===== config.mk =====
export PLATFORM = sky130hd
export DESIGN_NAME = rv_ex_mem_regs
export DESIGN_NICKNAME = d
export VERILOG_FILES = /design/src/logic/rv_core_pkg.sv /design/src/logic/rv_ex_mem_regs.sv
export SDC_FILE = /design/constraint.sdc
export NUM_CORES = 1
export LEC_CHECK = 0
export BUFFER_PORTS_ARGS = -buffer_cell sky130_fd_sc_hd__buf_2
export CELL_PAD_IN_SITES_DETAIL_PLACEMENT = 1
export CELL_PAD_IN_SITES_GLOBAL_PLACEMENT = 2
export CORE_ASPECT_RATIO = 0.8
export CORE_MARGIN = 3
export CORE_UTILIZATION = 31
export DETAILED_ROUTE_END_ITERATION = 7
export GPL_TIMING_DRIVEN = 0
export PLACE_DENSITY = 0.91
export SYNTH_ARGS = -nofsm -noshare
export SYNTH_HDL_FRONTEND = slang
export SYNTH_SLANG_ARGS = --single-unit

===== constraint.sdc =====
create_clock -name clk -period 0.9 [get_ports clk]
set_clock_uncertainty 0.05 [all_clocks]
set_input_delay 0.27 -clock clk [delete_from_list [all_inputs] [get_ports clk]]
set_output_delay 0.27 -clock clk [all_outputs]
set_load 0.01 [all_outputs]

===== src/logic/rv_core_pkg.sv =====
package rv_core_pkg;

	typedef logic [63:0] xlen_t;
	typedef logic [4:0]  reg_addr_t;

	// major opcodes; MUL sits under OP and is picked out by funct7
	typedef enum logic [6:0] {
		OPC_OP     = 7'b0110011,
		OPC_OP_IMM = 7'b0010011,
		OPC_LOAD   = 7'b0000011,
		OPC_STORE  = 7'b0100011,
		OPC_SYSTEM = 7'b1110011
	} opcode_t;

	localparam logic [6:0] FUNCT7_MULDIV = 7'b0000001;
	localparam logic [6:0] FUNCT7_ALT    = 7'b0100000; // sub / sra

	// funct3 of the integer ops
	localparam logic [2:0] F3_ADD = 3'b000;
	localparam logic [2:0] F3_SLL = 3'b001;
	localparam logic [2:0] F3_SLT = 3'b010;
	localparam logic [2:0] F3_XOR = 3'b100;
	localparam logic [2:0] F3_SRL = 3'b101;
	localparam logic [2:0] F3_OR  = 3'b110;
	localparam logic [2:0] F3_AND = 3'b111;

	typedef enum logic [3:0] {
		ALU_ADD,
		ALU_SUB,
		ALU_AND,
		ALU_OR,
		ALU_XOR,
		ALU_SLL,
		ALU_SRL,
		ALU_SRA,
		ALU_SLT,
		ALU_MUL,
		ALU_PASS
	} alu_op_t;

	typedef enum logic {
		MEM_WORD   = 1'b0,
		MEM_DOUBLE = 1'b1
	} mem_size_t;

	typedef struct packed {
		logic [6:0] funct7;
		reg_addr_t  rs2;
		reg_addr_t  rs1;
		logic [2:0] funct3;
		reg_addr_t  rd;
		opcode_t    opcode;
	} rtype_t;

	typedef struct packed {
		logic [11:0] imm;
		reg_addr_t   rs1;
		logic [2:0]  funct3;
		reg_addr_t   rd;
		opcode_t     opcode;
	} itype_t;

	typedef struct packed {
		logic [6:0] imm_hi;
		reg_addr_t  rs2;
		reg_addr_t  rs1;
		logic [2:0] funct3;
		logic [4:0] imm_lo;
		opcode_t    opcode;
	} stype_t;

	// one instruction word, read through the view its opcode calls for
	typedef union packed {
		rtype_t r;
		itype_t i;
		stype_t s;
	} instr_u;

endpackage


===== src/logic/rv_ex_mem_regs.sv =====
module rv_ex_mem_regs import rv_core_pkg::*; (
	input  logic       clk,
	input  logic       rst_n,
	input  logic       vld_i,
	input  xlen_t      res_i,
	input  reg_addr_t  rd_i,
	input  logic       wen_i,
	input  logic       is_load_i,
	input  logic       is_store_i,
	input  mem_size_t  size_i,
	input  logic [7:0] wmask_i,
	input  xlen_t      store_data_i,
	input  logic       ebreak_i,
	input  logic       mul_busy_i,
	input  logic       mul_done_i,
	output logic       vld_o,
	output xlen_t      res_o,
	output reg_addr_t  rd_o,
	output logic       wen_o,
	output logic       is_load_o,
	output logic       is_store_o,
	output mem_size_t  size_o,
	output logic [7:0] wmask_o,
	output xlen_t      store_data_o,
	output logic       ebreak_o,
	output logic       pend_o
);

	always_ff @(posedge clk or negedge rst_n) begin
		if (!rst_n) begin
			vld_o        <= 1'b0;
			res_o        <= '0;
			rd_o         <= '0;
			wen_o        <= 1'b0;
			is_load_o    <= 1'b0;
			is_store_o   <= 1'b0;
			size_o       <= MEM_WORD;
			wmask_o      <= 8'h00;
			store_data_o <= '0;
			ebreak_o     <= 1'b0;
		end else if (mul_busy_i && !mul_done_i) begin
			vld_o <= 1'b0; // multiply still running, keep the rest and send a bubble
		end else begin
			vld_o        <= vld_i;
			res_o        <= res_i;
			rd_o         <= rd_i;
			wen_o        <= wen_i;
			is_load_o    <= is_load_i;
			is_store_o   <= is_store_i;
			size_o       <= size_i;
			wmask_o      <= wmask_i;
			store_data_o <= store_data_i;
			ebreak_o     <= ebreak_i;
		end
	end

	assign pend_o = vld_o & wen_o; // for the decode interlock

endmodule


**Word-level counts from Yosys, hierarchy flattened**

Index checks and enable logic that the tools add are counted.

- Register bits after elaboration: 147
- Bits of input ports: 151
- Output and inout bits: 148

- Multiplexer cells: 1
- Bitwise operators: 1
- Reductions and logical operators: 2

Operators by type and width:

| cell | number |
|---|---|
| $and A1 B1 Y1 | 1 |
| $logic_and A1 B1 Y1 | 1 |
| $logic_not A1 Y1 | 1 |
| $mux W1 | 1 |

**Depth between registers and ports, before layout**

- Word-level depth: 3
- Depth in mapped cells: 4

**Least setup slack after synthesis**

No wires, ideal clock.

- Path kind: input -> register
- From: input port mul_busy_i
- To: register rd_o[0]
- Library setup time: 125 ps
- Arrival: 1057 ps
- Slack: -332 ps
- Cell stages on the path: 4
- Buffers on the path: 2
- Path through: nor2b_4 > buf_12 > buf_12 > mux2_4

- Word-level cells in the longest chain between the ends: 1

Ends and longest elaborated chain:

| item | RTL line | RTL |
|---|---|---|
| from (decl) | rv_ex_mem_regs.sv:14 | `input logic mul_busy_i,` |
| $logic_and A1 B1 Y1 | rv_ex_mem_regs.sv:41 | `end else if (mul_busy_i && !mul_done_i) begin` |
| to (signal assigned) | rv_ex_mem_regs.sv:46 | `rd_o <= rd_i;` |
| to (decl) | rv_ex_mem_regs.sv:18 | `output reg_addr_t rd_o,` |

Every way passes these cells.
A chain may end at the register's enable or synchronous reset.

**Final worst setup path**

- From: register wen_o
- To: output port pend_o

- Word-level cells in the longest chain between the ends: 1

Ends and longest elaborated chain:

| item | RTL line | RTL |
|---|---|---|
| from (decl) | rv_ex_mem_regs.sv:19 | `output logic wen_o,` |
| from (signal assigned) | rv_ex_mem_regs.sv:47 | `wen_o <= wen_i;` |
| $and A1 B1 Y1 | rv_ex_mem_regs.sv:57 | `assign pend_o = vld_o & wen_o;` |
| to (decl) | rv_ex_mem_regs.sv:26 | `output logic pend_o` |

Every way passes these cells.

==> results.py <==
metrics = {
    "critical_path": {
        "r2r_setup_slack_ns": -0.20,
        "cp_slowest_cell": "dfrtp_1",
        "worstPathCellList": "and2_1 -> buf_2",
        "crit_arrival_ns": 1.09,
        "cp-end-kind": "output port",
        "critPathBufInv": 1,
        "cp_top_family": "flip-flops",
        "path_max_fanout": 3,
        "cp_slowest_stage_delay_ns": 0.39,
        "path_class": "flop to output port",
        "cp.required_ns": 0.58,
        "cp-start-kind": "flop",
    },
    "die": {
        "core_um2": 19200,
        "num_rows": 45,
        "initial_core_util": 0.3194,
        "dieHeight_um": 131.8,
        "ios": 299,
        "dieArea_um2": 21510,
        "die_w_um": 163.2,
    },
    "synth": {
        "ys_seq_area_frac": 0.5999,
        "synthTopCellsByCount": "147 x dfrtp_1, 129 x mux2_4, 17 x mux2_2, 14 x buf_12",
        "syn_nets": 463,
        "async_flop_share": 1.000,
        "ys_top_cells_by_area": "dfrtp_1 60%, mux2_4 32%, buf_12 4.6%, mux2_2 3.1%, nor2b_4 0.22%",
        "synth_area_per_cell_um2": 19.65,
        "synth_top_cell_area_share": 0.5999,
        "netlist_area_um2": 6132,
        "synth_warnings": 0,
        "synth-edff-count": 0,
        "yosys.area.top_type": "dfrtp_1",
        "synthCells": 312,
        "netlist-cell-type-count": 9,
        "yosysMostFrequentCell": "dfrtp_1",
        "yosys_register_bits": 147,
        "synth_ff_type": "dfrtp_1",
    },
    "routing": {
        "vias_per_cell": 4.336,
        "drtIter0Drc": 171,
        "first_pass_iters": 4,
        "vias": 4479,
        "ant_nets": 0,
        "post_drt_wl_per_cell_um": 19.75,
        "drt_wl_total_mm": 20.40,
        "route.detailed.drc": 0,
    },
    "clock_network": {
        "cts_root_buffer": "clkbuf_16",
        "tritoncts": "done",
        "cts_buffer_depth": 2,
        "clock_latency_ns": 0.40,
        "clock_sinks": 147,
        "cts_buffers": 17,
        "htree_levels": 4,
        "path_clk_slew_ns": 0.06,
    },
    "place": {
        "port_buffers": 298,
        "dpl.hpwl_mm": 12.40,
        "routabilityCongestion": 0.7536,
        "preCtsSetupSlack_ns": -0.5687,
    },
    "timing": {
        "layout_worst_path_cycle_share": 1.567,
        "fin_hold_ws_ns": -0.1863,
        "setup_ws_ns": -0.5099,
        "rsz0062_at_grt": "true",
        "hold_viol": 70,
        "tightest_slew_ns": 0.6884,
        "drv_slew": 0,
        "slew_headroom": 0.5411,
        "setup_viol": 294,
        "post-route-min-period_ns": 1.410,
        "clock.fmax_mhz": 709.3,
    },
    "power": {
        "ir_drop_uv": 1360,
        "power_density_nw_per_um2": 1799,
        "p_leak_uw": 0.005331,
    },
    "global_route": {
        "use_met2": 0.3119,
        "grt_first_pass_wirelength_mm": 29.43,
        "use_met1": 0.2121,
        "grt_max_degree": 78,
        "first_global_vias": 5136,
        "grt-busiest-layer": "met2",
        "grt_use_total": 0.1780,
        "use_met3": 0.05371,
        "overflow": 0,
        "antenna_found_initial": 0,
    },
    "worst_hold_path": {
        "min_path_type": "input pin to asynchronous set/reset pin",
    },
    "layout": {
        "drive_gt1_frac": 0.8065,
        "area_growth_pct": 69.90,
        "nets": 913,
        "antenna_cells": 0,
    },
    "outcome": {
        "outcome": "finished, violations left",
        "violations": "hold timing, setup timing",
    },
    "flow_run": {
        "max-cap-violations": 0,
    },
}
## per-layer routing
metal | part of all wire | vias up
li1 | - | 1997
met4 | 0.018 | 0
met3 | 0.069 | 31
met5 | 0 | -
met1 | 0.40 | 2251
met2 | 0.52 | 200
## repair_timing
| action | CTS | global route |
|---|---|---|
| pin swaps | 0 | 1 |
| setup buffers | 81 | 66 |
| endpoints found under the setup margin | 279 | 294 |
| resized for setup | 69 | 58 |
| hold endpoints to repair | 70 | 70 |
| gates cloned | 16 | 1 |
## where the power goes
part	internal (uW)	leakage, uW	switching (uW)	total (uW)
clock network	4220	0.000290	2940	7150
logic	2570	0.00333	1450	4020
registers	7170	0.00172	398	7570
total	14000	0.00533	4780	18700
## cell families (layout without fill, tap and decap cells)
family | Yosys count | count (layout) | synth area share
muxes | 146 | 146 | 0.3471
DFF | 147 | 147 | 0.5999
buffers and inverters | 16 | 479 | 0.04877
and+or+nand+nor | 3 | 3 | 0.004286
## worst reg2reg max path, stage by stage (launching register included)
cell and delay [ns]:
dfrtp_1 0.41, buf_4 0.15, buf_4 0.13, mux2_4 0.25
## stage by stage
step	setup TNS (ns)	utilization	cells	area (um^2)	power [uW]
after floorplan	-46.42	-	312	6132	9022
after global placement	-432.99	0.4139	868	7946	10210
after detailed placement	-101.63	0.4156	869	7980	10350
after CTS	-75.56	0.5248	998	10080	18540
after global routing	-75.64	0.5427	1033	10420	19580
final	-68.63	0.5427	1033	10420	18740
## worst paths after layout
path / startpoint / end / cells past startpoint
max reg2reg: res_o[27]$_DFFE_PN0N_ / res_o[27]$_DFFE_PN0N_ / 3
max in group asynchronous: rst_n / store_data_o[20]$_DFFE_PN0N_ / 2
max: wen_o$_DFFE_PN0N_ / pend_o / 2
min reg2reg: res_o[36]$_DFFE_PN0N_ / res_o[36]$_DFFE_PN0N_ / 1
min: rst_n / store_data_o[36]$_DFFE_PN0N_ / 1
min in group clk: res_i[23] / res_o[23]$_DFFE_PN0N_ / 2
## registers in the layout, summed over array words and instances (netlist names)
register and count:
ebreak_o 1, is_load_o 1, is_store_o 1, rd_o 5
res_o 64, size_o 1, store_data_o 64, vld_o 1
wen_o 1, wmask_o 8
## layout make-up
cell class / instances / area (um^2)
clock buffer: 19 / 442.9
sequential: 147 / 3679
fill: 1915 / 8781
multi-input combinational: 149 / 2215
clock inverter: 13 / 150.1
buffer: 15 / 300.3
tap: 258 / 322.8
timing repair buffer: 432 / 3309
## cell usage in the layout, fill, tap and decap left out
cell type / count
bufinv_16: 2
clkbuf_8: 1
nor2b_4: 1
buf_8: 3
and2_1: 1
nor2b_1: 1
clkinv_4: 4
mux2_2: 1
buf_16: 7
buf_6: 77
dfrtp_1: 147
inv_8: 1
inv_6: 3
clkinvlp_4: 1
clkbuf_16: 18
mux2_4: 145
buf_12: 31
clkinv_2: 2
buf_4: 87
buf_2: 241
clkbuf_1: 1
Note: power is estimated with default switching activity, not from simulation.
