**src/logic/rv_core_pkg.sv**
```systemverilog
package rv_core_pkg;

	typedef logic [63:0] xlen_t;
	typedef logic [4:0]  reg_addr_t;

	// major opcodes; MUL sits under OP and is picked out by funct7
	typedef enum logic [6:0] {
		OPC_OP     = 7'b0110011,
		OPC_OP_IMM = 7'b0010011,
		OPC_LOAD   = 7'b0000011,
		OPC_STORE  = 7'b0100011,
		OPC_SYSTEM = 7'b1110011
	} opcode_t;

	localparam logic [6:0] FUNCT7_MULDIV = 7'b0000001;
	localparam logic [6:0] FUNCT7_ALT    = 7'b0100000; // sub / sra

	// funct3 of the integer ops
	localparam logic [2:0] F3_ADD = 3'b000;
	localparam logic [2:0] F3_SLL = 3'b001;
	localparam logic [2:0] F3_SLT = 3'b010;
	localparam logic [2:0] F3_XOR = 3'b100;
	localparam logic [2:0] F3_SRL = 3'b101;
	localparam logic [2:0] F3_OR  = 3'b110;
	localparam logic [2:0] F3_AND = 3'b111;

	typedef enum logic [3:0] {
		ALU_ADD,
		ALU_SUB,
		ALU_AND,
		ALU_OR,
		ALU_XOR,
		ALU_SLL,
		ALU_SRL,
		ALU_SRA,
		ALU_SLT,
		ALU_MUL,
		ALU_PASS
	} alu_op_t;

	typedef enum logic {
		MEM_WORD   = 1'b0,
		MEM_DOUBLE = 1'b1
	} mem_size_t;

	typedef struct packed {
		logic [6:0] funct7;
		reg_addr_t  rs2;
		reg_addr_t  rs1;
		logic [2:0] funct3;
		reg_addr_t  rd;
		opcode_t    opcode;
	} rtype_t;

	typedef struct packed {
		logic [11:0] imm;
		reg_addr_t   rs1;
		logic [2:0]  funct3;
		reg_addr_t   rd;
		opcode_t     opcode;
	} itype_t;

	typedef struct packed {
		logic [6:0] imm_hi;
		reg_addr_t  rs2;
		reg_addr_t  rs1;
		logic [2:0] funct3;
		logic [4:0] imm_lo;
		opcode_t    opcode;
	} stype_t;

	// one instruction word, read through the view its opcode calls for
	typedef union packed {
		rtype_t r;
		itype_t i;
		stype_t s;
	} instr_u;

endpackage

```
**src/logic/rv_result.sv**
```systemverilog
module rv_result import rv_core_pkg::*; #(
	parameter int DMEM_WORDS = 32
) (
	input  logic       clk,
	input  logic       rst_n,
	input  logic       vld_i,
	input  xlen_t      addr_i,
	input  xlen_t      data_i,
	input  reg_addr_t  rd_i,
	input  logic       wen_i,
	input  logic       is_load_i,
	input  logic       is_store_i,
	input  mem_size_t  size_i,
	input  logic [7:0] wmask_i,
	input  logic       ebreak_i,
	output logic       wb_vld_o,
	output reg_addr_t  wb_rd_o,
	output xlen_t      wb_data_o,
	output logic       halt_o
);

	localparam int IDX_W = $clog2(DMEM_WORDS);

	xlen_t            dmem [DMEM_WORDS];
	logic [IDX_W-1:0] idx;
	xlen_t            rdata;
	logic [31:0]      rword;
	xlen_t            load_val;
	logic             live;

	assign idx   = addr_i[3 +: IDX_W]; // doubleword slot, wraps at DMEM_WORDS
	assign rdata = dmem[idx];
	assign rword = addr_i[2] ? rdata[63:32] : rdata[31:0];

	assign load_val = (size_i == MEM_WORD) ? {{32{rword[31]}}, rword} : rdata;
	assign live     = vld_i & ~halt_o;  // nothing past ebreak takes effect

	always_ff @(posedge clk) begin
		if (live && is_store_i) begin
			for (int b = 0; b < 8; b++) begin
				if (wmask_i[b]) begin
					dmem[idx][b*8 +: 8] <= data_i[b*8 +: 8];
				end
			end
		end
	end

	always_ff @(posedge clk or negedge rst_n) begin
		if (!rst_n) begin
			wb_vld_o <= 1'b0;
			halt_o   <= 1'b0;
		end else begin
			wb_vld_o <= live && wen_i && rd_i != '0 && !ebreak_i;
			if (live && ebreak_i) begin
				halt_o <= 1'b1; // sticky
			end
		end
	end

	always_ff @(posedge clk) begin
		if (live) begin
			wb_rd_o   <= rd_i;
			wb_data_o <= is_load_i ? load_val : addr_i;
		end
	end

	a_quiet_after_halt: assert property (@(posedge clk) disable iff (!rst_n)
		halt_o |-> !wb_vld_o);

endmodule

```
**config.mk**
```make
export PLATFORM = sky130hd
export DESIGN_NAME = rv_result
export DESIGN_NICKNAME = d
export VERILOG_FILES = /design/src/logic/rv_core_pkg.sv /design/src/logic/rv_result.sv
export SDC_FILE = /design/constraint.sdc
export NUM_CORES = 2
export LEC_CHECK = 0
export BUFFER_PORTS_ARGS = -buffer_cell sky130_fd_sc_hd__clkbuf_2
export CELL_PAD_IN_SITES_DETAIL_PLACEMENT = 1
export CELL_PAD_IN_SITES_GLOBAL_PLACEMENT = 2
export CORE_MARGIN = 8
export CORE_UTILIZATION = 30
export CTS_BUF_LIST = sky130_fd_sc_hd__clkbuf_4
export DETAILED_ROUTE_END_ITERATION = 16
export GPL_ROUTABILITY_DRIVEN = 0
export PLACE_DENSITY_LB_ADDON = 0.2
export SYNTH_ARGS = -nofsm -noshare
export SYNTH_HDL_FRONTEND = slang
export SYNTH_SLANG_ARGS = --single-unit
```
**constraint.sdc**
```tcl
create_clock -name clk -period 12.75 [get_ports clk]
set_clock_uncertainty 0.05 [all_clocks]
set_input_delay 1.275 -clock clk [delete_from_list [all_inputs] [get_ports clk]]
set_output_delay 1.275 -clock clk [all_outputs]
set_load 0.02 [all_outputs]
```
### Yosys cells after proc, flatten, opt, wreduce, memory -nomap -nowiden

Memories as Yosys holds them, arrays and structs flattened.
Index checks and enable logic that the tools add are counted.

| storage, ports and cells | value |
|---|---|
| bits in registers | 71 |
| memory bits (writable) | 2,048 |
| input bits | 149 |
| output and inout bits | 71 |
| word-level logic and storage cells | 41 |
| memories kept | 1 |

Memory list:

| name | words | bits a word | rd ports | clocked after memory_dff | wr ports | line | text |
|---|---|---|---|---|---|---|---|
| dmem | 32 | 64 | 1 | 0 | 1 | rv_result.sv:24 | `xlen_t dmem [DMEM_WORDS];` |

| operators by class | value |
|---|---|
| mux-type cells | 27 |
| bitwise logic cells | 2 |
| reduce and logical (&&, ||, !) cells | 7 |

Operators with widths:

| operator | number |
|---|---|
| $mux 64 | 2 |
| $mux 32 | 1 |
| $mux 1 | 24 |
| $logic_and 1x1->1 | 5 |
| $reduce_bool 5->1 | 1 |
| $and 1x1->1 | 1 |
| $logic_not 1->1 | 1 |
| $not 1->1 | 1 |

### Logic depth before layout (Yosys ltp)

| depth | value |
|---|---|
| depth after elaboration | 5 |
| depth in mapped cells | 10 |

### Least setup slack after synthesis

No wires, ideal clock.

| timing | value |
|---|---|
| path type | input-to-reg |
| start point | input vld_i |
| end point | memory dmem[12][0] in the netlist's numbering, enable pin |
| arrival | 5,697 ps |
| required time | 12,330 ps |
| path slack | 6,632 ps |
| stages | 6 |
| buffers on the path | 2 |
| cell sequence | nor2b_1 > and2_1 > clkbuf_1 > nand2_1 > clkbuf_1 > nor2_1 |

| on the way | value |
|---|---|
| word-level cells in the longest chain between the ends | 4 |

RTL lines:

| item | line | text |
|---|---|---|
| start: declaration | rv_result.sv:6 | `input logic vld_i,` |
| $and 1x1->1 | rv_result.sv:36 | `assign live = vld_i & ~halt_o;` |
| $logic_and 1x1->1 | rv_result.sv:39 | `if (live && is_store_i) begin` |
| $mux 1 | rv_result.sv:39 |  |
| $mux 1 (implied by the code) | rv_result.sv:42 | `dmem[idx][b*8 +: 8] <= data_i[b*8 +: 8];` |
| end: declaration | rv_result.sv:24 |  |

Every way passes these cells.

### Worst setup path in the final report

| timing | value |
|---|---|
| start point | input addr_i[3] |
| end point | register wb_data_o[10], data pin |

| on the way | value |
|---|---|
| word-level cells in the longest chain between the ends | 4 |

RTL lines:

| item | line | text |
|---|---|---|
| start: declaration | rv_result.sv:7 | `input xlen_t addr_i,` |
| $mem_v2 32x64 (*) | -- |  |
| $mux 32 | rv_result.sv:33 | `assign rword = addr_i[2] ? rdata[63:32] : rdata[31:0];` |
| $mux 64 (*) | rv_result.sv:35 | `assign load_val = (size_i == MEM_WORD) ? {{32{rword[31]}}, rword} : rdata;` |
| $mux 64 (*) | rv_result.sv:63 | `wb_data_o <= is_load_i ? load_val : addr_i;` |
| end signal: assignment | rv_result.sv:63 |  |
| end: declaration | rv_result.sv:18 | `output xlen_t wb_data_o,` |

Every way passes the cells marked *; elsewhere a longest branch is shown, timed or not.
A chain may end at the register's enable or synchronous reset.

==> results.md <==
* Area after DPL at a little under 90,000 um^2
* Total Power at 14.62 mW
* Die width at 539.5 um
* Syn Inst Count at between 4,000 and 5,000
* Clk network pwr share at a little over two fifths
* PostCTS Resize Cnt at 0
* Number of synthesized register bits at 2,119
* First-pass GRT wire length at about 380,000 um
* Status: finished, final reports clean
* Overall global routing resource usage at between 10% and 20%
* Routed met3 length at between 10,000 and 15,000 um
* Type of origin of the critical path: primary input
* Highest routed layer: met5
* Count of cell types in the netlist at 47
* CP arrival at slightly below 6 ns
* TritonRoute pass-1 iters at 7
* Crit path largest cell delay at 0.83 ns
* Sw Ratio at between 20% and 30%
* Number of post-CTS setup repair buffers at 0
* Post-Route WL at roughly 280,000 um
* Netlist Area Pre-Place at a little over 80,000 um^2
* Max-cap violations at 0
* Clk root buf: clkbuf_4
* CTS tree: done
* Layout fillers at between 20,000 and 30,000
* Setup repair after global routing missed its margin: false
* Setup CP Type: primary input to flop
* Post-layout min period at approximately 5 ns
* Initial core utilization at 30.10%
* PnR worst setup slack at ~7.9 ns
* Via count at 45,480
* Critical Path End Type: flop
* Grt ovf at 0
* Setup Slack @ Placement at approximately 6 ns
* Inserted Clock Buffers at 598
* CP Data Required Time at roughly 14 ns
* Metal1 wirelength at about 120,000 um
* Met2 wire length at 133,700 um
* Ys flop type: edfxtp_1
* Clk_lat worst skew at approximately 1.5 ns
* Crit-path cells: buf_8, buf_12, buf_4, buf_4, mux2i_1, o22ai_1, nor4_1, nand2_1, o221ai_1, o21ai_0
* # port buffers at between 200 and 250
* Peak supply drop at 0.07648 mV
* Combinational share of power at under 10%
* Crit Path Max Fanout at between 90 and 100
* Sequential area share after synthesis at between 70 and 80%
* CP dominant cell by count: buf_4
* H-Tree Depth at 6
* Ys async rst share at less than 1%
* Setup TNS at 0 ns
* Final worst-path cycle share at 38.18%
* CTS Sinks at between 2,000 and 2,500
* Syn Nets at about 4,500
* Core Area at around 270,000 um^2
* Slew headroom at 10.18%
* Max Transition Viols Final at 0
* # nets final at around 5,200
* Largest net degree at the start of global routing at ~120
* Switching power at around 3.5 mW
* Die H at between 500 and 600 um
* DR WL/cell at about 30 um
* Placed Cells at between 7,000 and 8,000
* Vias per cell at ~5
* Most common cell after layout, fill and taps aside: edfxtp_1
* Drc violations at 0
* HP Class: primary input to flop
* Vias in the first global route at slightly below 50,000
* Clock buffer depth at 4
* Leak Pwr at between 30 and 40 nW
* CP max-delay cell: buf_4
* Syn avg cell area at roughly 19 um^2
* DP HPWL at around 170,000 um
* Non-Filler Instances at about 9,100
* Yosys warnings at 0
* Internal at approximately 11 mW
* Die Area at a little under 300,000 um^2
* Final-report setup violation count at 0
* Post-route cell area at 95,480 um^2
* Number of synthesized flops with an enable pin at ~2,100
* Worst-path clk slew at 0.06 ns
* Final ANT Viol Nets at 0
* Actual slew at the worst max-slew pin at between 1 and 1.5 ns
* Endpoints failing hold at 0
* Register share of total power at 52.4%
* Initial antenna violation count at 33
* Layout cells sized above 1 at 27.89%
* Maximum clock rate at ~200 MHz
* Final hold slack at 0.2352 ns
* Most frequent cells in the layout: edfxtp_1, clkbuf_4, mux2i_1, o22ai_1, nor2_1
* Pwr dens at 153.1 nW/um^2
* Row cnt at between 150 and 200
* Starting DRT DRC Count at between 3,000 and 4,000
* Area Overhead vs Synth at 16.13%
* Final core occ at 34.96%
* I/O pins at 220
[registers in the layout, summed over array words and instances (netlist names)]
| signal | cells |
|---|---|
| wb_vld_o | 1 |
| halt_o | 1 |
| wb_rd_o | 5 |
| dmem | 2048 |
| wb_data_o | 64 |
[power by group through the flow]
stage	clock network, mW	registers, mW	logic [mW]
floorplan	0	7.81	0.352
global placement	0	7.82	0.737
detailed placement	0	7.82	0.745
CTS	6.42	7.67	0.760
global route	6.74	7.66	0.785
finish	6.21	7.67	0.744
[what timing repair did]
action | in CTS | in global routing
setup endpoints to repair | 0 | 0
hold endpoints to repair | 60 | 0
hold buffers | 61 | 0
[Yosys cell counts, drive strengths merged (6+ instances only)]
library cell,number,share of area [%]
edfxtp,2117,77
clkbuf,126,0.58
a311oi,24,0.26
a21oi,76,0.47
nor2,268,1.2
o221ai,29,0.31
o22ai,269,2.1
nand3,9,0.055
mux2i,587,7.1
nor4,66,0.54
buf,141,1.0
o211ai,6,0.055
inv,32,0.15
nand2b,25,0.19
o21ai,55,0.33
mux4,227,6.2
and2,32,0.24
o22a,31,0.33
a22o,24,0.26
a22oi,36,0.33
nand2,117,0.53
[layer usage]
layer / vias up / track usage [%]
met1: 24280 / 24.32
met5: - / 0
met2: 1323 / 30.61
met4: 2 / 5.386
li1: 19460 / -
met3: 422 / 3.432
[path summary, 6_finish.rpt]
check / cells past startpoint / slack (ns) / from / to
min in group asynchronous: 3 / 0.64 / rst_n / halt_o
max in group asynchronous: 3 / 11.89 / rst_n / wb_vld_o
min reg2reg: 1 / 0.52 / halt_o / halt_o
min: 3 / 0.24 / addr_i[11] / wb_data_o[11]
max reg2reg: 7 / 8.44 / halt_o / dmem[18][56]
max: 10 / 7.88 / addr_i[3] / wb_data_o[10]
[worst max-delay path, delay by kind of cell]
family,cells,cell delay (ns)
mux,1,0.28
buf+inv,4,2.82
compound gates,3,0.49
simple gates,2,0.75
[kinds of logic after synthesis]
group	Yosys count	share of synthesized area (%)
AOI/OAI and AO/OA	556	4.463
muxes	814	13.36
and+or+nand+nor	544	3.072
DFF	2119	77.37
buffers and inverters	299	1.727
[layout make-up]
type | instances | area [um^2] | share of cell area, %
clock buffers | 874 | 6561 | 6.872
inverters | 32 | 120.1 | 0.1258
repair buffers | 362 | 2416 | 2.530
well taps | 3589 | 4491 | 4.703
flip-flops and latches | 2119 | 63620 | 66.63
clock inverters | 149 | 904.6 | 0.9474
diodes | 18 | 45.04 | 0.04717
multi-input cells | 1914 | 17330 | 18.14
Power figures use the tool's default switching activity.
