### src/logic/rv_core_pkg.sv
package rv_core_pkg;

	typedef logic [63:0] xlen_t;
	typedef logic [4:0]  reg_addr_t;

	// major opcodes; MUL sits under OP and is picked out by funct7
	typedef enum logic [6:0] {
		OPC_OP     = 7'b0110011,
		OPC_OP_IMM = 7'b0010011,
		OPC_LOAD   = 7'b0000011,
		OPC_STORE  = 7'b0100011,
		OPC_SYSTEM = 7'b1110011
	} opcode_t;

	localparam logic [6:0] FUNCT7_MULDIV = 7'b0000001;
	localparam logic [6:0] FUNCT7_ALT    = 7'b0100000; // sub / sra

	// funct3 of the integer ops
	localparam logic [2:0] F3_ADD = 3'b000;
	localparam logic [2:0] F3_SLL = 3'b001;
	localparam logic [2:0] F3_SLT = 3'b010;
	localparam logic [2:0] F3_XOR = 3'b100;
	localparam logic [2:0] F3_SRL = 3'b101;
	localparam logic [2:0] F3_OR  = 3'b110;
	localparam logic [2:0] F3_AND = 3'b111;

	typedef enum logic [3:0] {
		ALU_ADD,
		ALU_SUB,
		ALU_AND,
		ALU_OR,
		ALU_XOR,
		ALU_SLL,
		ALU_SRL,
		ALU_SRA,
		ALU_SLT,
		ALU_MUL,
		ALU_PASS
	} alu_op_t;

	typedef enum logic {
		MEM_WORD   = 1'b0,
		MEM_DOUBLE = 1'b1
	} mem_size_t;

	typedef struct packed {
		logic [6:0] funct7;
		reg_addr_t  rs2;
		reg_addr_t  rs1;
		logic [2:0] funct3;
		reg_addr_t  rd;
		opcode_t    opcode;
	} rtype_t;

	typedef struct packed {
		logic [11:0] imm;
		reg_addr_t   rs1;
		logic [2:0]  funct3;
		reg_addr_t   rd;
		opcode_t     opcode;
	} itype_t;

	typedef struct packed {
		logic [6:0] imm_hi;
		reg_addr_t  rs2;
		reg_addr_t  rs1;
		logic [2:0] funct3;
		logic [4:0] imm_lo;
		opcode_t    opcode;
	} stype_t;

	// one instruction word, read through the view its opcode calls for
	typedef union packed {
		rtype_t r;
		itype_t i;
		stype_t s;
	} instr_u;

endpackage

### src/logic/rv_execute.sv
module rv_execute import rv_core_pkg::*; #(
	parameter int MUL_STEP = 8
) (
	input  logic      clk,
	input  logic      rst_n,
	input  logic      vld_i,
	input  alu_op_t   alu_op_i,
	input  xlen_t     src1_i,
	input  xlen_t     src2_i,
	input  reg_addr_t rd_i,
	input  logic      wen_i,
	input  logic      is_load_i,
	input  logic      is_store_i,
	input  mem_size_t size_i,
	input  xlen_t     store_data_i,
	input  logic      ebreak_i,
	output logic      vld_o,
	output xlen_t     res_o,
	output reg_addr_t rd_o,
	output logic      wen_o,
	output logic      is_load_o,
	output logic      is_store_o,
	output mem_size_t size_o,
	output logic [7:0] wmask_o,
	output xlen_t     store_data_o,
	output logic      ebreak_o,
	output logic      busy_o,
	output logic      done_o,
	output logic      pend_o
);

	localparam int STEPS = 64 / MUL_STEP;
	localparam int CNT_W = $clog2(STEPS);

	xlen_t        alu_res;
	logic [5:0]   shamt;
	logic [7:0]   mask;
	xlen_t        sdata;
	logic         vld_q;
	logic         busy_q;
	xlen_t        res_q;
	xlen_t        a_q;        // multiplicand, shifted up each step
	xlen_t        b_q;        // multiplier, shifted down each step
	xlen_t        acc_q;
	xlen_t        acc_next;
	xlen_t        b_digit;
	logic [CNT_W-1:0] cnt_q;

	assign shamt = src2_i[5:0];

	always_comb begin
		case (alu_op_i)
			ALU_ADD:  alu_res = src1_i + src2_i;
			ALU_SUB:  alu_res = src1_i - src2_i;
			ALU_AND:  alu_res = src1_i & src2_i;
			ALU_OR:   alu_res = src1_i | src2_i;
			ALU_XOR:  alu_res = src1_i ^ src2_i;
			ALU_SLL:  alu_res = src1_i << shamt;
			ALU_SRL:  alu_res = src1_i >> shamt;
			ALU_SRA:  alu_res = xlen_t'($signed(src1_i) >>> shamt);
			ALU_SLT:  alu_res = {63'd0, $signed(src1_i) < $signed(src2_i)};
			ALU_PASS: alu_res = src1_i;
			default:  alu_res = '0; // MUL result comes from the iteration
		endcase
	end

	// byte lanes picked by size and address bit 2
	assign mask  = (size_i == MEM_DOUBLE) ? 8'hff : (alu_res[2] ? 8'hf0 : 8'h0f);
	assign sdata = (size_i == MEM_DOUBLE) ? store_data_i : {2{store_data_i[31:0]}};

	assign b_digit  = xlen_t'(b_q[MUL_STEP-1:0]);
	assign acc_next = acc_q + a_q * b_digit;
	assign done_o   = busy_q && cnt_q == CNT_W'(STEPS - 1);

	always_ff @(posedge clk or negedge rst_n) begin
		if (!rst_n) begin
			vld_q      <= 1'b0;
			busy_q     <= 1'b0;
			wen_o      <= 1'b0;
			is_load_o  <= 1'b0;
			is_store_o <= 1'b0;
			ebreak_o   <= 1'b0;
		end else if (busy_q) begin
			if (done_o) begin // product leaves this cycle
				busy_q <= 1'b0;
				vld_q  <= 1'b0;
			end
		end else begin
			vld_q      <= vld_i;
			busy_q     <= vld_i && alu_op_i == ALU_MUL;
			wen_o      <= vld_i & wen_i;
			is_load_o  <= vld_i & is_load_i;
			is_store_o <= vld_i & is_store_i;
			ebreak_o   <= vld_i & ebreak_i;
		end
	end

	always_ff @(posedge clk) begin
		if (busy_q) begin
			a_q   <= a_q << MUL_STEP;
			b_q   <= b_q >> MUL_STEP;
			acc_q <= acc_next;
			cnt_q <= cnt_q + 1'b1;
		end else if (vld_i) begin
			res_q        <= alu_res;
			rd_o         <= rd_i;
			size_o       <= size_i;
			wmask_o      <= is_store_i ? mask : 8'h00;
			store_data_o <= sdata;
			a_q          <= src1_i;
			b_q          <= src2_i;
			acc_q        <= '0;
			cnt_q        <= '0;
		end
	end

	assign vld_o  = vld_q & (~busy_q | done_o);
	assign res_o  = busy_q ? acc_next : res_q;
	assign busy_o = busy_q;
	assign pend_o = vld_q & wen_o;

	a_busy_until_done: assert property (@(posedge clk) disable iff (!rst_n)
		busy_o && !done_o |=> busy_o);
	// decode must hold its instruction while the multiplier runs
	a_no_issue_while_busy: assert property (@(posedge clk) disable iff (!rst_n)
		busy_o |=> $stable(vld_i) && $stable(src1_i));

endmodule

### config.mk
export PLATFORM = sky130hd
export DESIGN_NAME = rv_execute
export DESIGN_NICKNAME = d
export VERILOG_FILES = /design/src/logic/rv_core_pkg.sv /design/src/logic/rv_execute.sv
export SDC_FILE = /design/constraint.sdc
export NUM_CORES = 2
export LEC_CHECK = 0
export BUFFER_PORTS_ARGS = -buffer_cell sky130_fd_sc_hd__buf_2
export CAP_MARGIN = 10
export CELL_PAD_IN_SITES_DETAIL_PLACEMENT = 0
export CELL_PAD_IN_SITES_GLOBAL_PLACEMENT = 1
export CORE_ASPECT_RATIO = 0.7
export CORE_MARGIN = 2
export CORE_UTILIZATION = 52
export DETAILED_ROUTE_END_ITERATION = 7
export HOLD_SLACK_MARGIN = 0.12
export PLACE_DENSITY = 0.95
export SLEW_MARGIN = 40
export SYNTH_ARGS = -nofsm -noshare
export SYNTH_HDL_FRONTEND = slang
export SYNTH_SLANG_ARGS = --single-unit
### constraint.sdc
create_clock -name clk -period 20.9 [get_ports clk]
set_input_delay 4.18 -clock clk [delete_from_list [all_inputs] [get_ports clk]]
set_output_delay 4.18 -clock clk [all_outputs]
set_load 0.02 [all_outputs]
======== Word-level counts from Yosys, hierarchy flattened ========
Cells that the tools add are included.
word-level totals
  register bits ........................... 343
  bits of input ports ..................... 209
  output and inout port bits .............. 150
operators by class
  add/subtract/negate cells ............... 4
  $mul .................................... 1
  magnitude comparators ................... 1
  eq/ne operators ......................... 12
  shifts and indexed selects .............. 3
  muxes and demuxes ....................... 17
  bitwise operators ....................... 11
  reductions and logical operators ........ 5
operator list
  cell                                                 number
  one-hot mux 64 bit (10 select lines)                 1
  2-to-1 mux 64 bit                                    6
  adder 64 bit                                         2
  2-to-1 mux 56 bit                                    2
  bitwise AND 64 bit                                   1
  < comparator 64 bit                                  1
  multiplier 64 x 8 -> 64 bit                          1
  bitwise OR 64 bit                                    1
  left shift 64 x 6 -> 64 bit                          1
  >> shifter 64 x 6 -> 64 bit                          1
  >>> shifter 64 x 6 -> 64 bit                         1
  subtractor 64 bit                                    1
  bitwise XOR 64 bit                                   1
  equality test 4 x 3 -> 1 bit, second input constant  4
  2-to-1 mux 8 bit                                     2
  equality test 4 bit, second input constant           3
  equality test 4 x 2 -> 1 bit, second input constant  2
  bitwise AND 1 bit                                    6
  2-to-1 mux 3 bit                                     2
  equality test 4 x 1 -> 1 bit, second input constant  1
  logical NOT 4 bit                                    1
  2-to-1 mux 1 bit                                     4
  adder 3 x 1 -> 3 bit, second input constant          1
  equality test 3 bit, second input constant           1
  6 further kinds                                      7

======== Logic depth before layout (Yosys ltp) ========
  word-level depth ........................ 4
  depth in mapped cells ................... 24

======== Least setup slack after synthesis ========
Ideal clock, no wire load.
  kind .................................... reg-to-output
  start ................................... register b_q[0]
  end ..................................... output res_o[61]
  arrival time ............................ 5.646 ns
  data required time ...................... 16.720 ns
  setup slack ............................. 11.074 ns
  stages on the path, launching flop included .. 23
  path buffers ............................ 3
  cells stage by stage .................... edfxtp_1 > clkbuf_1 > clkbuf_1 > nand2_1 > fa_1 > inv_1 > fa_1 > fa_1 > inv_1 > fa_1 > inv_1 > ha_1 > buf_2 > a21oi_2 > o21ai_0 > or3_1 > o21ai_1 > a2111oi_2 > a211oi_1 > o21a_1 > o21ai_1 > xnor2_1 > mux2_2
between the ends
  cells in the longest elaborated chain, start to end .. 3
RTL lines
  item                         line               RTL
  from (decl)                  rv_execute.sv:43   xlen_t b_q;
  from (signal assigned)       rv_execute.sv:101  b_q <= b_q >> MUL_STEP;
  from (signal assigned)       rv_execute.sv:111  b_q <= src2_i;
  multiplier 64 x 8 -> 64 bit  rv_execute.sv:72   assign acc_next = acc_q + a_q * b_digit;
  adder 64 bit                 rv_execute.sv:72
  2-to-1 mux 64 bit            rv_execute.sv:118  assign res_o = busy_q ? acc_next : res_q;
  to (decl)                    rv_execute.sv:18   output xlen_t res_o,
No other way between the ends.

======== Final worst setup path ========
  start ................................... register b_q[2]
  end ..................................... output res_o[43]
The elaborated chain is that of the path after synthesis.

==> impl_metrics.yaml <==
setup_path:
  cp_cell_sequence: "buf_4 -> nand2_1 -> fa_1 -> fa_1 -> inv_1 -> fa_1 -> fa_1 -> ha_1 -> a21o_1 -> a21oi_1 -> a21oi_1 -> a211oi_1 -> o211ai_1 -> a31oi_1 -> o31ai_1 -> a21boi_1 -> o21ai_0 -> xor2_1 -> mux2_2 -> buf_2"
  arrival_ps: 7690
  path_depth: 20
  criticalPathCategory: "reg -> out"
  r2r_start: "b_q[2]"
  startpoint_type: "flip-flop"
  crit_fanout: 62
  critPathRequiredTime_ps: 16720
  endpoint_kind: "output pin"
  rr_endpoint: "acc_q[43]"
  slowest_stage: "a211oi_1"
  r2r.worst_path.cells: 19
  path_delay_family: "compound AO/OA/AOI/OAI gates"
  critPathMaxStageDelay_ps: 670
  path_common_cell: "fa_1"
  cp.buffers_inverters: 3
  regToRegSetupSlack_ps: 14020
global_routing:
  grt_overflow: 0
  grt_max_degree: 89
  grt_pass1_wl_mm: 300
  grt_antenna_before_repair: 16
  grt_pass1_vias: 43800
  grt.total_usage_pct: 42.0
clock_tree:
  clk_pin_slew_ps: 60
  cts_sinks: 337
  clock_path_buffers: 3
  cts_htree_levels: 2
  cts.repair.resized: 0
  cts_tree: "built"
  clock-root-buffer: "clkbuf_16"
  post_cts_buffers: 0
  holdBufCountCts: 0
  insertion_delay_ps: 640
  cts_buffers: 40
synth:
  synth_edf_count: 315
  seq_area_frac_synth_pct: 20.2
  ys_ff_latch: 337
  ys_warn_count: 0
  synth_top_area_share_pct: 19.3
  synth_cells: 5726
  synth_cell_types: 104
  avgSynthCellArea_um2: 8.57
  synthesis.nets: 6615
  netlist_area_mm2: 0.0491
  synthFlopType: "edfxtp_1"
  yosysTopAreaCell: "edfxtp_1"
  async_flop_share_pct: 1.78
  synth.area.top_cells: "edfxtp_1 (19%), fa_1 (17%), ha_1 (6.8%)"
sta:
  final-hold-violation-count: 0
  worst_hold_slack_ps: 495
  min_period_ps: 11870
  setup_violations: 0
  tns_ps: 0
  timing.slew.headroom_pct: 30.5
  layout_setup_ws_ps: 9030
  grt_setup_unrepaired: "false"
  slew_viol_final: 0
  fin_skew_ps: 41.1
  max_freq_mhz: 84.2
  timing.final.crit_share_pct: 56.8
  tightest_slew_ps: 1030
status:
  status: "finished clean"
routing:
  wl_per_cell_um: 29.4
  drtIter0Drc: 6776
  drt-total-wl_mm: 208
  viasPerCell: 6.57
  routed-via-count: 46500
  drc: 0
  drt-pass1-iter-count: 6
  ant_nets: 0
cells_and_area:
  final_cell_mix: "inv_1 (678), nand2_1 (575), nor2_1 (513), fa_1 (412), and2_1 (371)"
  fin_nets: 6667
  stdcell_area_mm2: 0.0527
  fillers: 8635
  layout_commonest_cell: "inv_1"
  layout-drive-gt1-share_pct: 12.9
  area_growth_pct: 7.43
floorplanning:
  start_util_pct: 52.4
  ios: 359
  die_h_um: 261
  die_w_um: 371
  fp-row-count: 94
  core_area_mm2: 0.0937
  dieArea_mm2: 0.0969
run:
  drv_cap: 0
place:
  place.gp.congestion: 1.05
  place_area_mm2: 0.0513
  pre_cts_ws_ps: 9650
  io_buffers: 358
  place_hpwl_mm: 158
hold_path:
  min_path_cells: 2
  hold_end: "b_q[60]"
  hold_class: "reg -> reg"
  min-delay-start: "b_q[60]"
## worst max-delay path by stage
stage,startpoint,to,slack [ps]
finish,b_q[2],res_o[43],9030
global placement,b_q[0],res_o[61],9730
global route,b_q[0],res_o[43],8760
detailed placement,b_q[0],res_o[61],9650
floorplan,b_q[0],res_o[61],11070
CTS,b_q[0],res_o[61],8950
## flip-flops by register name (all words and copies together), names as in the netlist
name	cells
a_q	64
acc_q	64
b_q	64
res_q	64
store_data_o	64
rd_o	5
cnt_q	3
wmask_o	2
busy_o	1
ebreak_o	1
is_load_o	1
is_store_o	1
size_o	1
vld_q	1
wen_o	1
## logic make-up (layout without fill, tap and decap cells)
logic type / Yosys count / after routing / share of synthesized area (%)
and+or+nand+nor: 1797 / 1797 / 17.1
AOI/OAI and AO/OA: 1420 / 1420 / 19.2
buffers and inverters: 1115 / 1198 / 8.96
adders and majority gates: 680 / 680 / 23.6
DFF: 337 / 337 / 20.2
muxes: 305 / 305 / 9.60
xor gates and xnor gates: 72 / 72 / 1.29
other: 0 / 12 / 0
## routing by layer
metal  vias to the layer above  GRT usage, %  part of all wire (%)
met5                         -         0.721                 0.055
met4                         4          14.7                   4.0
met3                       380          14.9                    14
met2                      3311          57.6                    40
met1                     22900          60.8                    42
li1                      19900             -                     -
## cell usage after synthesis (42+ instances only)
| library cell | number |
|---|---|
| xnor2_1 | 51 |
| clkbuf_1 | 304 |
| and2_1 | 371 |
| a21o_1 | 130 |
| fa_1 | 412 |
| inv_1 | 679 |
| a22oi_1 | 46 |
| edfxtp_1 | 315 |
| nand3_1 | 54 |
| a211oi_1 | 42 |
| mux2_2 | 54 |
| nand2_1 | 577 |
| a21oi_1 | 342 |
| o211ai_1 | 66 |
| nor3_1 | 88 |
| nor2_1 | 516 |
| buf_2 | 43 |
| o21bai_1 | 55 |
| buf_1 | 47 |
| mux4_2 | 127 |
| o21ai_0 | 307 |
| ha_1 | 268 |
| a221oi_1 | 46 |
| mux2i_1 | 124 |
## worst reg2reg max path, delay by kind of cell, from the launching register on
family | cells | cell delay (ps)
AO/OA/AOI/OAI | 9 | 2540
XOR/XNOR | 1 | 460
adder cells (fa/ha/maj) | 5 | 2400
buffers and inverters | 2 | 650
flip-flops | 1 | 320
AND/OR/NAND/NOR | 2 | 410
## stage by stage
step	util, %	std cells
after global routing	56.2	7060
after detailed placement	54.7	6980
final	56.2	7069
after floorplan	-	5726
after global placement	54.7	6977
after CTS	56.1	7053
## layout make-up
class / instances / area (µm²) / share of cell area, %
repair buffers: 438 / 2480 / 4.71
clock inverters: 29 / 267 / 0.506
well taps: 1248 / 1560 / 2.96
inverters: 687 / 2580 / 4.90
diodes: 12 / 30.0 / 0.0570
multi-input cells: 4274 / 34800 / 66.1
flip-flops and latches: 337 / 9930 / 18.8
clock buffers: 44 / 1020 / 1.93
Power is left out: the tool's default activity adds up to more than one toggle a clock period on the data nets, which glitch-free logic cannot reach.
