**config.mk**
```make
export PLATFORM = sky130hd
export DESIGN_NAME = rv_decode
export DESIGN_NICKNAME = d
export VERILOG_FILES = /design/src/logic/rv_core_pkg.sv /design/src/logic/rv_decode.sv
export SDC_FILE = /design/constraint.sdc
export NUM_CORES = 2
export LEC_CHECK = 0
export ABC_CLOCK_PERIOD_IN_PS = 26500
export BUFFER_PORTS_ARGS = -buffer_cell sky130_fd_sc_hd__buf_2
export CAP_MARGIN = 15
export CORE_MARGIN = 10
export CORE_UTILIZATION = 55
export CTS_BUF_LIST = sky130_fd_sc_hd__clkbuf_8
export DETAILED_ROUTE_END_ITERATION = 16
export HOLD_SLACK_MARGIN = 0.06
export PLACE_DENSITY = 0.79
export SYNTH_ARGS = -nofsm -noshare
export SYNTH_HDL_FRONTEND = slang
export SYNTH_SLANG_ARGS = --single-unit
```
**constraint.sdc**
```tcl
create_clock -name clk -period 26.5 [get_ports clk]
set_clock_uncertainty 0.2 [all_clocks]
set_input_delay 5.3 -clock clk [delete_from_list [all_inputs] [get_ports clk]]
set_output_delay 5.3 -clock clk [all_outputs]
set_load 0.005 [all_outputs]
```
**src/logic/rv_core_pkg.sv**
```systemverilog
package rv_core_pkg;

	typedef logic [63:0] xlen_t;
	typedef logic [4:0]  reg_addr_t;

	// major opcodes; MUL sits under OP and is picked out by funct7
	typedef enum logic [6:0] {
		OPC_OP     = 7'b0110011,
		OPC_OP_IMM = 7'b0010011,
		OPC_LOAD   = 7'b0000011,
		OPC_STORE  = 7'b0100011,
		OPC_SYSTEM = 7'b1110011
	} opcode_t;

	localparam logic [6:0] FUNCT7_MULDIV = 7'b0000001;
	localparam logic [6:0] FUNCT7_ALT    = 7'b0100000; // sub / sra

	// funct3 of the integer ops
	localparam logic [2:0] F3_ADD = 3'b000;
	localparam logic [2:0] F3_SLL = 3'b001;
	localparam logic [2:0] F3_SLT = 3'b010;
	localparam logic [2:0] F3_XOR = 3'b100;
	localparam logic [2:0] F3_SRL = 3'b101;
	localparam logic [2:0] F3_OR  = 3'b110;
	localparam logic [2:0] F3_AND = 3'b111;

	typedef enum logic [3:0] {
		ALU_ADD,
		ALU_SUB,
		ALU_AND,
		ALU_OR,
		ALU_XOR,
		ALU_SLL,
		ALU_SRL,
		ALU_SRA,
		ALU_SLT,
		ALU_MUL,
		ALU_PASS
	} alu_op_t;

	typedef enum logic {
		MEM_WORD   = 1'b0,
		MEM_DOUBLE = 1'b1
	} mem_size_t;

	typedef struct packed {
		logic [6:0] funct7;
		reg_addr_t  rs2;
		reg_addr_t  rs1;
		logic [2:0] funct3;
		reg_addr_t  rd;
		opcode_t    opcode;
	} rtype_t;

	typedef struct packed {
		logic [11:0] imm;
		reg_addr_t   rs1;
		logic [2:0]  funct3;
		reg_addr_t   rd;
		opcode_t     opcode;
	} itype_t;

	typedef struct packed {
		logic [6:0] imm_hi;
		reg_addr_t  rs2;
		reg_addr_t  rs1;
		logic [2:0] funct3;
		logic [4:0] imm_lo;
		opcode_t    opcode;
	} stype_t;

	// one instruction word, read through the view its opcode calls for
	typedef union packed {
		rtype_t r;
		itype_t i;
		stype_t s;
	} instr_u;

endpackage

```
**src/logic/rv_decode.sv**
```systemverilog
module rv_decode import rv_core_pkg::*; (
	input  logic      clk,
	input  logic      rst_n,
	input  logic      instr_vld_i,
	input  instr_u    instr_i,
	input  logic      hold_i,     // execute busy with a multiply
	input  reg_addr_t ex_rd_i,
	input  logic      ex_pend_i,
	input  reg_addr_t mem_rd_i,
	input  logic      mem_pend_i,
	input  logic      wb_en_i,
	input  reg_addr_t wb_rd_i,
	input  xlen_t     wb_data_i,
	output logic      stall_o,
	output logic      vld_o,
	output alu_op_t   alu_op_o,
	output xlen_t     src1_o,
	output xlen_t     src2_o,
	output reg_addr_t rd_o,
	output logic      wen_o,
	output logic      is_load_o,
	output logic      is_store_o,
	output mem_size_t size_o,
	output xlen_t     store_data_o,
	output logic      ebreak_o
);

	xlen_t     regs [1:31];
	reg_addr_t rs1;
	reg_addr_t rs2;
	xlen_t     rs1_val;
	xlen_t     rs2_val;
	xlen_t     imm_i;
	xlen_t     imm_s;
	alu_op_t   dec_op;
	xlen_t     dec_src2;
	logic      dec_wen;
	logic      dec_load;
	logic      dec_store;
	logic      dec_ebrk;
	mem_size_t dec_size;
	logic      use_rs1;
	logic      use_rs2;
	logic      own_pend;
	logic      hazard;
	logic      take;

	function automatic alu_op_t f3_op(logic [2:0] f3, logic alt);
		case (f3)
			F3_ADD:  return alt ? ALU_SUB : ALU_ADD;
			F3_SLL:  return ALU_SLL;
			F3_SLT:  return ALU_SLT;
			F3_XOR:  return ALU_XOR;
			F3_SRL:  return alt ? ALU_SRA : ALU_SRL;
			F3_OR:   return ALU_OR;
			default: return ALU_AND;
		endcase
	endfunction

	function automatic logic dep(reg_addr_t rs, logic used, reg_addr_t prd, logic pend);
		return used && pend && rs != '0 && rs == prd;
	endfunction

	assign rs1   = instr_i.r.rs1;
	assign rs2   = instr_i.r.rs2;
	assign imm_i = {{52{instr_i.i.imm[11]}}, instr_i.i.imm};
	assign imm_s = {{52{instr_i.s.imm_hi[6]}}, instr_i.s.imm_hi, instr_i.s.imm_lo};

	// write-first read, x0 is always zero
	assign rs1_val = (rs1 == '0) ? '0 : (wb_en_i && wb_rd_i == rs1) ? wb_data_i : regs[rs1];
	assign rs2_val = (rs2 == '0) ? '0 : (wb_en_i && wb_rd_i == rs2) ? wb_data_i : regs[rs2];

	always_comb begin
		dec_op    = ALU_ADD;
		dec_src2  = imm_i;
		dec_wen   = 1'b0;
		dec_load  = 1'b0;
		dec_store = 1'b0;
		dec_ebrk  = 1'b0;
		use_rs1   = 1'b0;
		use_rs2   = 1'b0;
		dec_size  = instr_i.i.funct3[0] ? MEM_DOUBLE : MEM_WORD; // 011 double, 010 word
		case (instr_i.r.opcode)
			OPC_OP: begin
				use_rs1  = 1'b1;
				use_rs2  = 1'b1;
				dec_wen  = 1'b1;
				dec_src2 = rs2_val;
				if (instr_i.r.funct7 == FUNCT7_MULDIV) begin
					dec_op = ALU_MUL;
				end else begin
					dec_op = f3_op(instr_i.r.funct3, instr_i.r.funct7 == FUNCT7_ALT);
				end
			end
			OPC_OP_IMM: begin
				use_rs1 = 1'b1;
				dec_wen = 1'b1;
				dec_op  = f3_op(instr_i.i.funct3, 1'b0);
			end
			OPC_LOAD: begin
				use_rs1  = 1'b1;
				dec_wen  = 1'b1;
				dec_load = 1'b1;
			end
			OPC_STORE: begin
				use_rs1   = 1'b1;
				use_rs2   = 1'b1;
				dec_store = 1'b1;
				dec_src2  = imm_s;
			end
			OPC_SYSTEM: begin
				dec_ebrk = 1'b1;
				dec_op   = ALU_PASS;
			end
			default: ;
		endcase
	end

	// interlock against our own register, execute and the ex/mem register
	assign own_pend = vld_o & wen_o;
	assign hazard   = instr_vld_i & (
		dep(rs1, use_rs1, rd_o, own_pend) | dep(rs2, use_rs2, rd_o, own_pend) |
		dep(rs1, use_rs1, ex_rd_i, ex_pend_i) | dep(rs2, use_rs2, ex_rd_i, ex_pend_i) |
		dep(rs1, use_rs1, mem_rd_i, mem_pend_i) | dep(rs2, use_rs2, mem_rd_i, mem_pend_i));
	assign stall_o = hazard | hold_i;
	assign take    = instr_vld_i & ~stall_o;

	always_ff @(posedge clk) begin
		if (wb_en_i && wb_rd_i != '0) begin
			regs[wb_rd_i] <= wb_data_i;
		end
	end

	always_ff @(posedge clk or negedge rst_n) begin
		if (!rst_n) begin
			vld_o      <= 1'b0;
			wen_o      <= 1'b0;
			is_load_o  <= 1'b0;
			is_store_o <= 1'b0;
			ebreak_o   <= 1'b0;
		end else if (!hold_i) begin // a stalled slot goes out as a bubble
			vld_o      <= take;
			wen_o      <= take & dec_wen;
			is_load_o  <= take & dec_load;
			is_store_o <= take & dec_store;
			ebreak_o   <= take & dec_ebrk;
		end
	end

	always_ff @(posedge clk) begin
		if (take) begin
			alu_op_o     <= dec_op;
			src1_o       <= rs1_val;
			src2_o       <= dec_src2;
			rd_o         <= instr_i.r.rd;
			size_o       <= dec_size;
			store_data_o <= rs2_val;
		end
	end

	a_no_issue_on_hazard: assert property (@(posedge clk) disable iff (!rst_n)
		$rose(vld_o) |-> !$past(hazard));

endmodule

```
Word-level counts from Yosys, hierarchy flattened
Memory sizes are Yosys's and may differ from the RTL's. A register that Yosys moved wholly into a read port is not among the register bits.
Cells that the tools add are included.
{ "totals": {"n_memories": 1, "mem_bits_rw": 1984, "regBits": 143, "output_inout_bits": 208, "wordCells": 91} }
{ "classes": {"bitwise_logic": 14, "n_mux": 18, "n_eq_ne": 19, "reduce_logical": 29} }
{ "memory_table": {"columns": ["memory", "words", "word_bits", "read_ports", "rd_clocked_by_memory_dff", "wr", "line_no", "source"], "rows": [
  ["regs", 31, 64, 2, 1, 1, "rv_decode.sv:28", "xlen_t regs [1:31];"]
]} }
{ "ops": {"columns": ["op", "n"], "rows": [
  ["64-bit 2-to-1 mux", 2],
  ["64-bit one-hot mux with 2 select lines", 1],
  ["4-bit one-hot mux with 6 select lines", 2],
  ["5-bit equality test", 7],
  ["7-bit by 6-bit equality test with 1-bit output (second input constant)", 3],
  ["1-bit logical AND", 20],
  ["5-bit nonzero test", 3],
  ["4-bit one-hot mux with 3 select lines", 1],
  ["1-bit 2-to-1 mux", 11],
  ["5-bit zero test", 2],
  ["3-bit equality test (second input constant)", 3],
  ["1-bit AND", 7],
  ["7-bit by 1-bit equality test with 1-bit output (second input constant)", 1],
  ["7-bit by 2-bit equality test with 1-bit output (second input constant)", 1],
  ["7-bit by 5-bit equality test with 1-bit output (second input constant)", 1],
  ["7-bit equality test (second input constant)", 1],
  ["1-bit OR", 6],
  ["4-bit 2-to-1 mux", 1],
  ["4-bit OR reduction", 1],
  ["3-bit by 1-bit equality test with 1-bit output (second input constant)", 1],
  ["3-bit by 2-bit equality test with 1-bit output (second input constant)", 1],
  ["3-bit zero test", 1],
  ["3-bit OR reduction", 1],
  ["2-bit OR reduction", 1],
  ["1-bit NOT", 1]
]} }

Logic depth before layout (Yosys ltp)
{ "logic_depth": {"word_depth": 16, "ltp_mapped": 11, "ltp_nobuf": 6} }

Least setup slack after synthesis
No wires, ideal clock.
{ "synth_timing": {"kind": "input to register", "start": "in instr_i[15] (netlist name)", "end": "reg alu_op_o[0], enable pin", "setup_slack_ns": 10.491, "path_stages": 6, "setup_ns": 0.768, "required_time_ns": 25.532, "arrival_ns": 15.042, "path_cell_list": "buf_2 buf_6 buf_4 or4_1 a32o_1 nor2_1"} }
{ "synth_via": {"elab_chain_len": 12, "word_cells_on_any_way": 19, "classes_between": "eq/ne: 3; bitwise: 9; reduce/logical: 7"} }
{ "synth_rtl": {"columns": ["item", "line_no", "source"], "rows": [
  ["from (decl)", "rv_decode.sv:5", "input instr_u instr_i,"],
  ["5-bit nonzero test", "rv_decode.sv:61", "return used && pend && rs != '0 && rs == prd;"],
  ["1-bit logical AND (2 in a row)", "rv_decode.sv:61", null],
  ["1-bit OR (2 in a row)", "rv_decode.sv:122", "dep(rs1, use_rs1, rd_o, own_pend) | dep(rs2, use_rs2, rd_o, own_pend) |"],
  ["1-bit OR", "rv_decode.sv:123", "dep(rs1, use_rs1, ex_rd_i, ex_pend_i) | dep(rs2, use_rs2, ex_rd_i, ex_pend_i) |"],
  ["1-bit OR (*)", "rv_decode.sv:123", null],
  ["1-bit OR (*)", "rv_decode.sv:124", "dep(rs1, use_rs1, mem_rd_i, mem_pend_i) | dep(rs2, use_rs2, mem_rd_i, mem_pend_i));"],
  ["1-bit AND (*)", "rv_decode.sv:121", "assign hazard = instr_vld_i & ("],
  ["1-bit OR (*)", "rv_decode.sv:125", "assign stall_o = hazard | hold_i;"],
  ["1-bit NOT (*)", "rv_decode.sv:126", "assign take = instr_vld_i & ~stall_o;"],
  ["1-bit AND (*)", "rv_decode.sv:126", null],
  ["via take", "rv_decode.sv:46", "logic take;"],
  ["to (signal assigned)", "rv_decode.sv:152", "alu_op_o <= dec_op;"],
  ["to (decl)", "rv_decode.sv:16", "output alu_op_t alu_op_o,"]
]} }
The timed path passes the listed nets; every way through them passes the cells marked *.
A chain may end at the register's enable or synchronous reset.

Worst setup path after layout
{ "layout_timing": {"start": "in instr_i[15] (netlist name)", "end": "out stall_o"} }
{ "layout_via": {"elab_chain_len": 10, "word_cells_on_any_way": 17, "classes_between": "eq/ne: 3; bitwise: 7; reduce/logical: 7"} }
{ "layout_rtl": {"columns": ["item", "line_no", "source"], "rows": [
  ["5-bit nonzero test", "rv_decode.sv:61", null],
  ["1-bit logical AND (2 in a row)", "rv_decode.sv:61", null],
  ["1-bit OR (2 in a row)", "rv_decode.sv:122", null],
  ["1-bit OR", "rv_decode.sv:123", null],
  ["1-bit OR (*)", "rv_decode.sv:123", null],
  ["1-bit OR (*)", "rv_decode.sv:124", null],
  ["1-bit AND (*)", "rv_decode.sv:121", null],
  ["1-bit OR (*)", "rv_decode.sv:125", null],
  ["to (decl)", "rv_decode.sv:14", "output logic stall_o,"]
]} }
Mark *: on every way between the ends. The rest lies on a longest branch, timed or not.

==> impl_metrics.json <==
{
  "crit_type": "primary input to output pin",
  "fill_cells": 12300,
  "dieArea_um2": 200200,
  "finalSetupTns_ns": 0,
  "wl_um": 302500,
  "clkLatencyLatePin_ns": 1.12,
  "muxShareOfSynthArea_pct": 23.82,
  "worst_slew_pin_slew_ns": 1.100,
  "finalSetupViolations": 0,
  "cts_inserted_buffers": 358,
  "irDropWorstVdd_mv": 0.06560,
  "hpwl_um": 170300,
  "gp_congestion": 0.8683,
  "period_needed_ns": 13.18,
  "cts_tree": "yes",
  "synth_ff_type": "edfxtp_1",
  "netlist_instances": 5262,
  "antenna_found_initial": 35,
  "viasPerCell": 7.364,
  "cp-end-kind": "output pin",
  "cts_root_buf": "clkbuf_8",
  "synth-simple-area-share_pct": 2.306,
  "cts_max_level": 5,
  "synthDistinctLibCells": 67,
  "power.density_nw_per_um2": 65.30,
  "ys_ff_latch": 2191,
  "grt_pass1_wl_um": 431200,
  "initial_core_util_pct": 55.47,
  "synthAdderAreaFrac_pct": 0.009962,
  "critPathArrivalTime_ns": 7.68,
  "yosysWarningCount": 0,
  "drtIter0Drc": 10260,
  "syn_area_um2": 100500,
  "crit_fanout": 58,
  "power.total_mw": 7.237,
  "rows": 156,
  "avgRoutedWirePerCell_um": 36.42,
  "port_buffers": 325,
  "final_nets": 5777,
  "finalHoldViolCount": 0,
  "fin_crit_sh_pct": 49.72,
  "p_leak_nw": 35.88,
  "synth_seq_area_share_pct": 65.46,
  "clk_pin_slew_ns": 0.06,
  "grt_pass1_vias": 61450,
  "maxCapViolations": 0,
  "final_max_slew_viol_count": 0,
  "post-route-drc-count": 0,
  "syn-num-nets": 5380,
  "syn_avg_cell_area_um2": 19.09,
  "clock_sinks": 2191,
  "ctsResizeCount": 0,
  "synth_edf_count": 2186,
  "grt_overflow": 0,
  "synth-async-reset-ratio_pct": 0.2282,
  "timing.fmax_mhz": 75.89,
  "crit_required_ns": 21.00,
  "first_pass_iters": 8,
  "synth-xor-area-share_pct": 0.3487,
  "clockBufferDepth": 4,
  "grt.total_usage_pct": 29.78,
  "core_area_um2": 181100,
  "vias": 61180,
  "die_h_um": 447.4,
  "die_w_um": 447.4,
  "synth_top_family_by_area": "multiplexers",
  "area_growth_pct": 10.30,
  "max_slew_margin_pct": 26.65,
  "status": "completed",
  "hold_path_class": "flop to flop",
  "post_cts.repair.setup_buffers": 0,
  "rsz0062_at_grt": "no",
  "grt_start_max_net_pins": 142,
  "io_pins": 326,
  "ant_nets": 0,
  "startpoint_type": "primary input",
  "cts-hold-fix-buffers": 0,
  "synth_compound_area_share_pct": 5.840,
  "drive_gt1_share_pct": 32.48
}
## layer usage
layer  vias up  track usage, %  part of all wire, %
met5         -               0                0.050
met4        26           16.78                  6.2
met3      1068           9.047                   14
met2      5398           45.62                   47
met1     31220           38.15                   33
li1      23470               -                    -
## state kept, by name (all words and copies together) (netlist names)
signal	flops
store_data_o	64
ebreak_o	1
wen_o	1
regs	1984
vld_o	1
is_store_o	1
size_o	1
rd_o	5
is_load_o	1
src1_o	64
src2_o	64
alu_op_o	4
## per-stage QoR
step / instances / hold slack (ns) / util [%] / area (um2) / worst slack, ns
6_report: 8307 / 0.2800 / 61.18 / 110800 / 13.32
5_1_grt: 8301 / 0.3304 / 61.18 / 110800 / 13.09
4_1_cts: 8291 / 0.2836 / 61.16 / 110800 / 13.26
3_5_place_dp: 7669 / 0.2685 / 57.66 / 104400 / 13.27
3_3_place_gp: 7669 / 0.2684 / 57.66 / 104400 / 13.27
2_1_floorplan: 5262 / 0.2674 / - / 100500 / 10.49
## cells in the final DEF (no fill, tap or decap), drive strengths merged, types with 26 or more instances in the layout
cell,synthesis,layout
a211oi,256,256
nor2,270,270
clkinv,0,143
mux2,64,64
buf,267,469
nand2,75,75
nor3,39,39
o22ai,103,103
a21oi,94,94
xor2,28,28
edfxtp,2186,2186
o21ai,52,52
inv,5,100
mux2i,332,332
and2,26,26
a221o,51,51
mux4,883,883
a22oi,92,92
clkbuf,166,371
## Yosys cell counts (24+ instances only)
cell type | n | share of area, %
clkbuf_1 | 165 | 0.62
o21ai_0 | 47 | 0.23
nor4_1 | 24 | 0.15
o22ai_1 | 103 | 0.64
a221o_1 | 51 | 0.51
and2_1 | 25 | 0.16
nor3_1 | 39 | 0.19
a211oi_1 | 236 | 1.8
mux2i_1 | 332 | 3.3
mux2_2 | 64 | 0.72
o41ai_1 | 25 | 0.22
a21oi_1 | 94 | 0.47
a22oi_1 | 92 | 0.69
nand2_1 | 75 | 0.28
edfxtp_1 | 2186 | 65
buf_4 | 52 | 0.39
xor2_1 | 28 | 0.24
nor2_1 | 269 | 1.0
mux4_2 | 883 | 20
buf_2 | 172 | 0.86
## kinds of logic after synthesis
family,count (synthesis)
flops,2191
mux,1279
compound gates,801
simple gates,512
buf+inv,438
xor+xnor,40
fa+ha+maj,1
## worst paths after layout
check	from	endpoint	slack [ns]	cells after the start
min in group asynchronous	rst_n	wen_o	3.78	1
max in group asynchronous	rst_n	is_load_o	22.19	1
worst max-delay path	instr_i[15]	stall_o	13.32	8
worst max register to register	rd_o[3]	src1_o[59]	22.15	9
worst min-delay path	is_load_o	is_load_o	0.28	2
worst min register to register	is_load_o	is_load_o	0.28	2
## worst max-delay path, cell delays in order
cell and delay [ns]:
buf_8 0.52, buf_4 0.72, xnor2_1 0.17, nand4_1 0.13, nand3_1 0.10, a32o_1 0.35, a21o_1 0.20, buf_2 0.12
## cell type report
type	instances	area, um2	share of cell area [%]
timing repair buffer	470	2888	2.606
antenna	16	40.04	0.03613
clock inverter	252	1247	1.126
tap	2370	2965	2.676
multi-input combinational	2633	32810	29.60
inverter	5	18.77	0.01693
clock buffer	370	5092	4.595
sequential	2191	65770	59.34
## report_power, final
group          leakage (nW)  total [mW]  switching (mW)  internal (mW)
Combinational          12.4       0.634           0.387          0.247
Sequential             19.8        3.90          0.0233           3.88
Clock                  3.61        2.70            1.34           1.37
Total                  35.9        7.24            1.75           5.49
No activity file was read; power rests on OpenSTA's default activity.
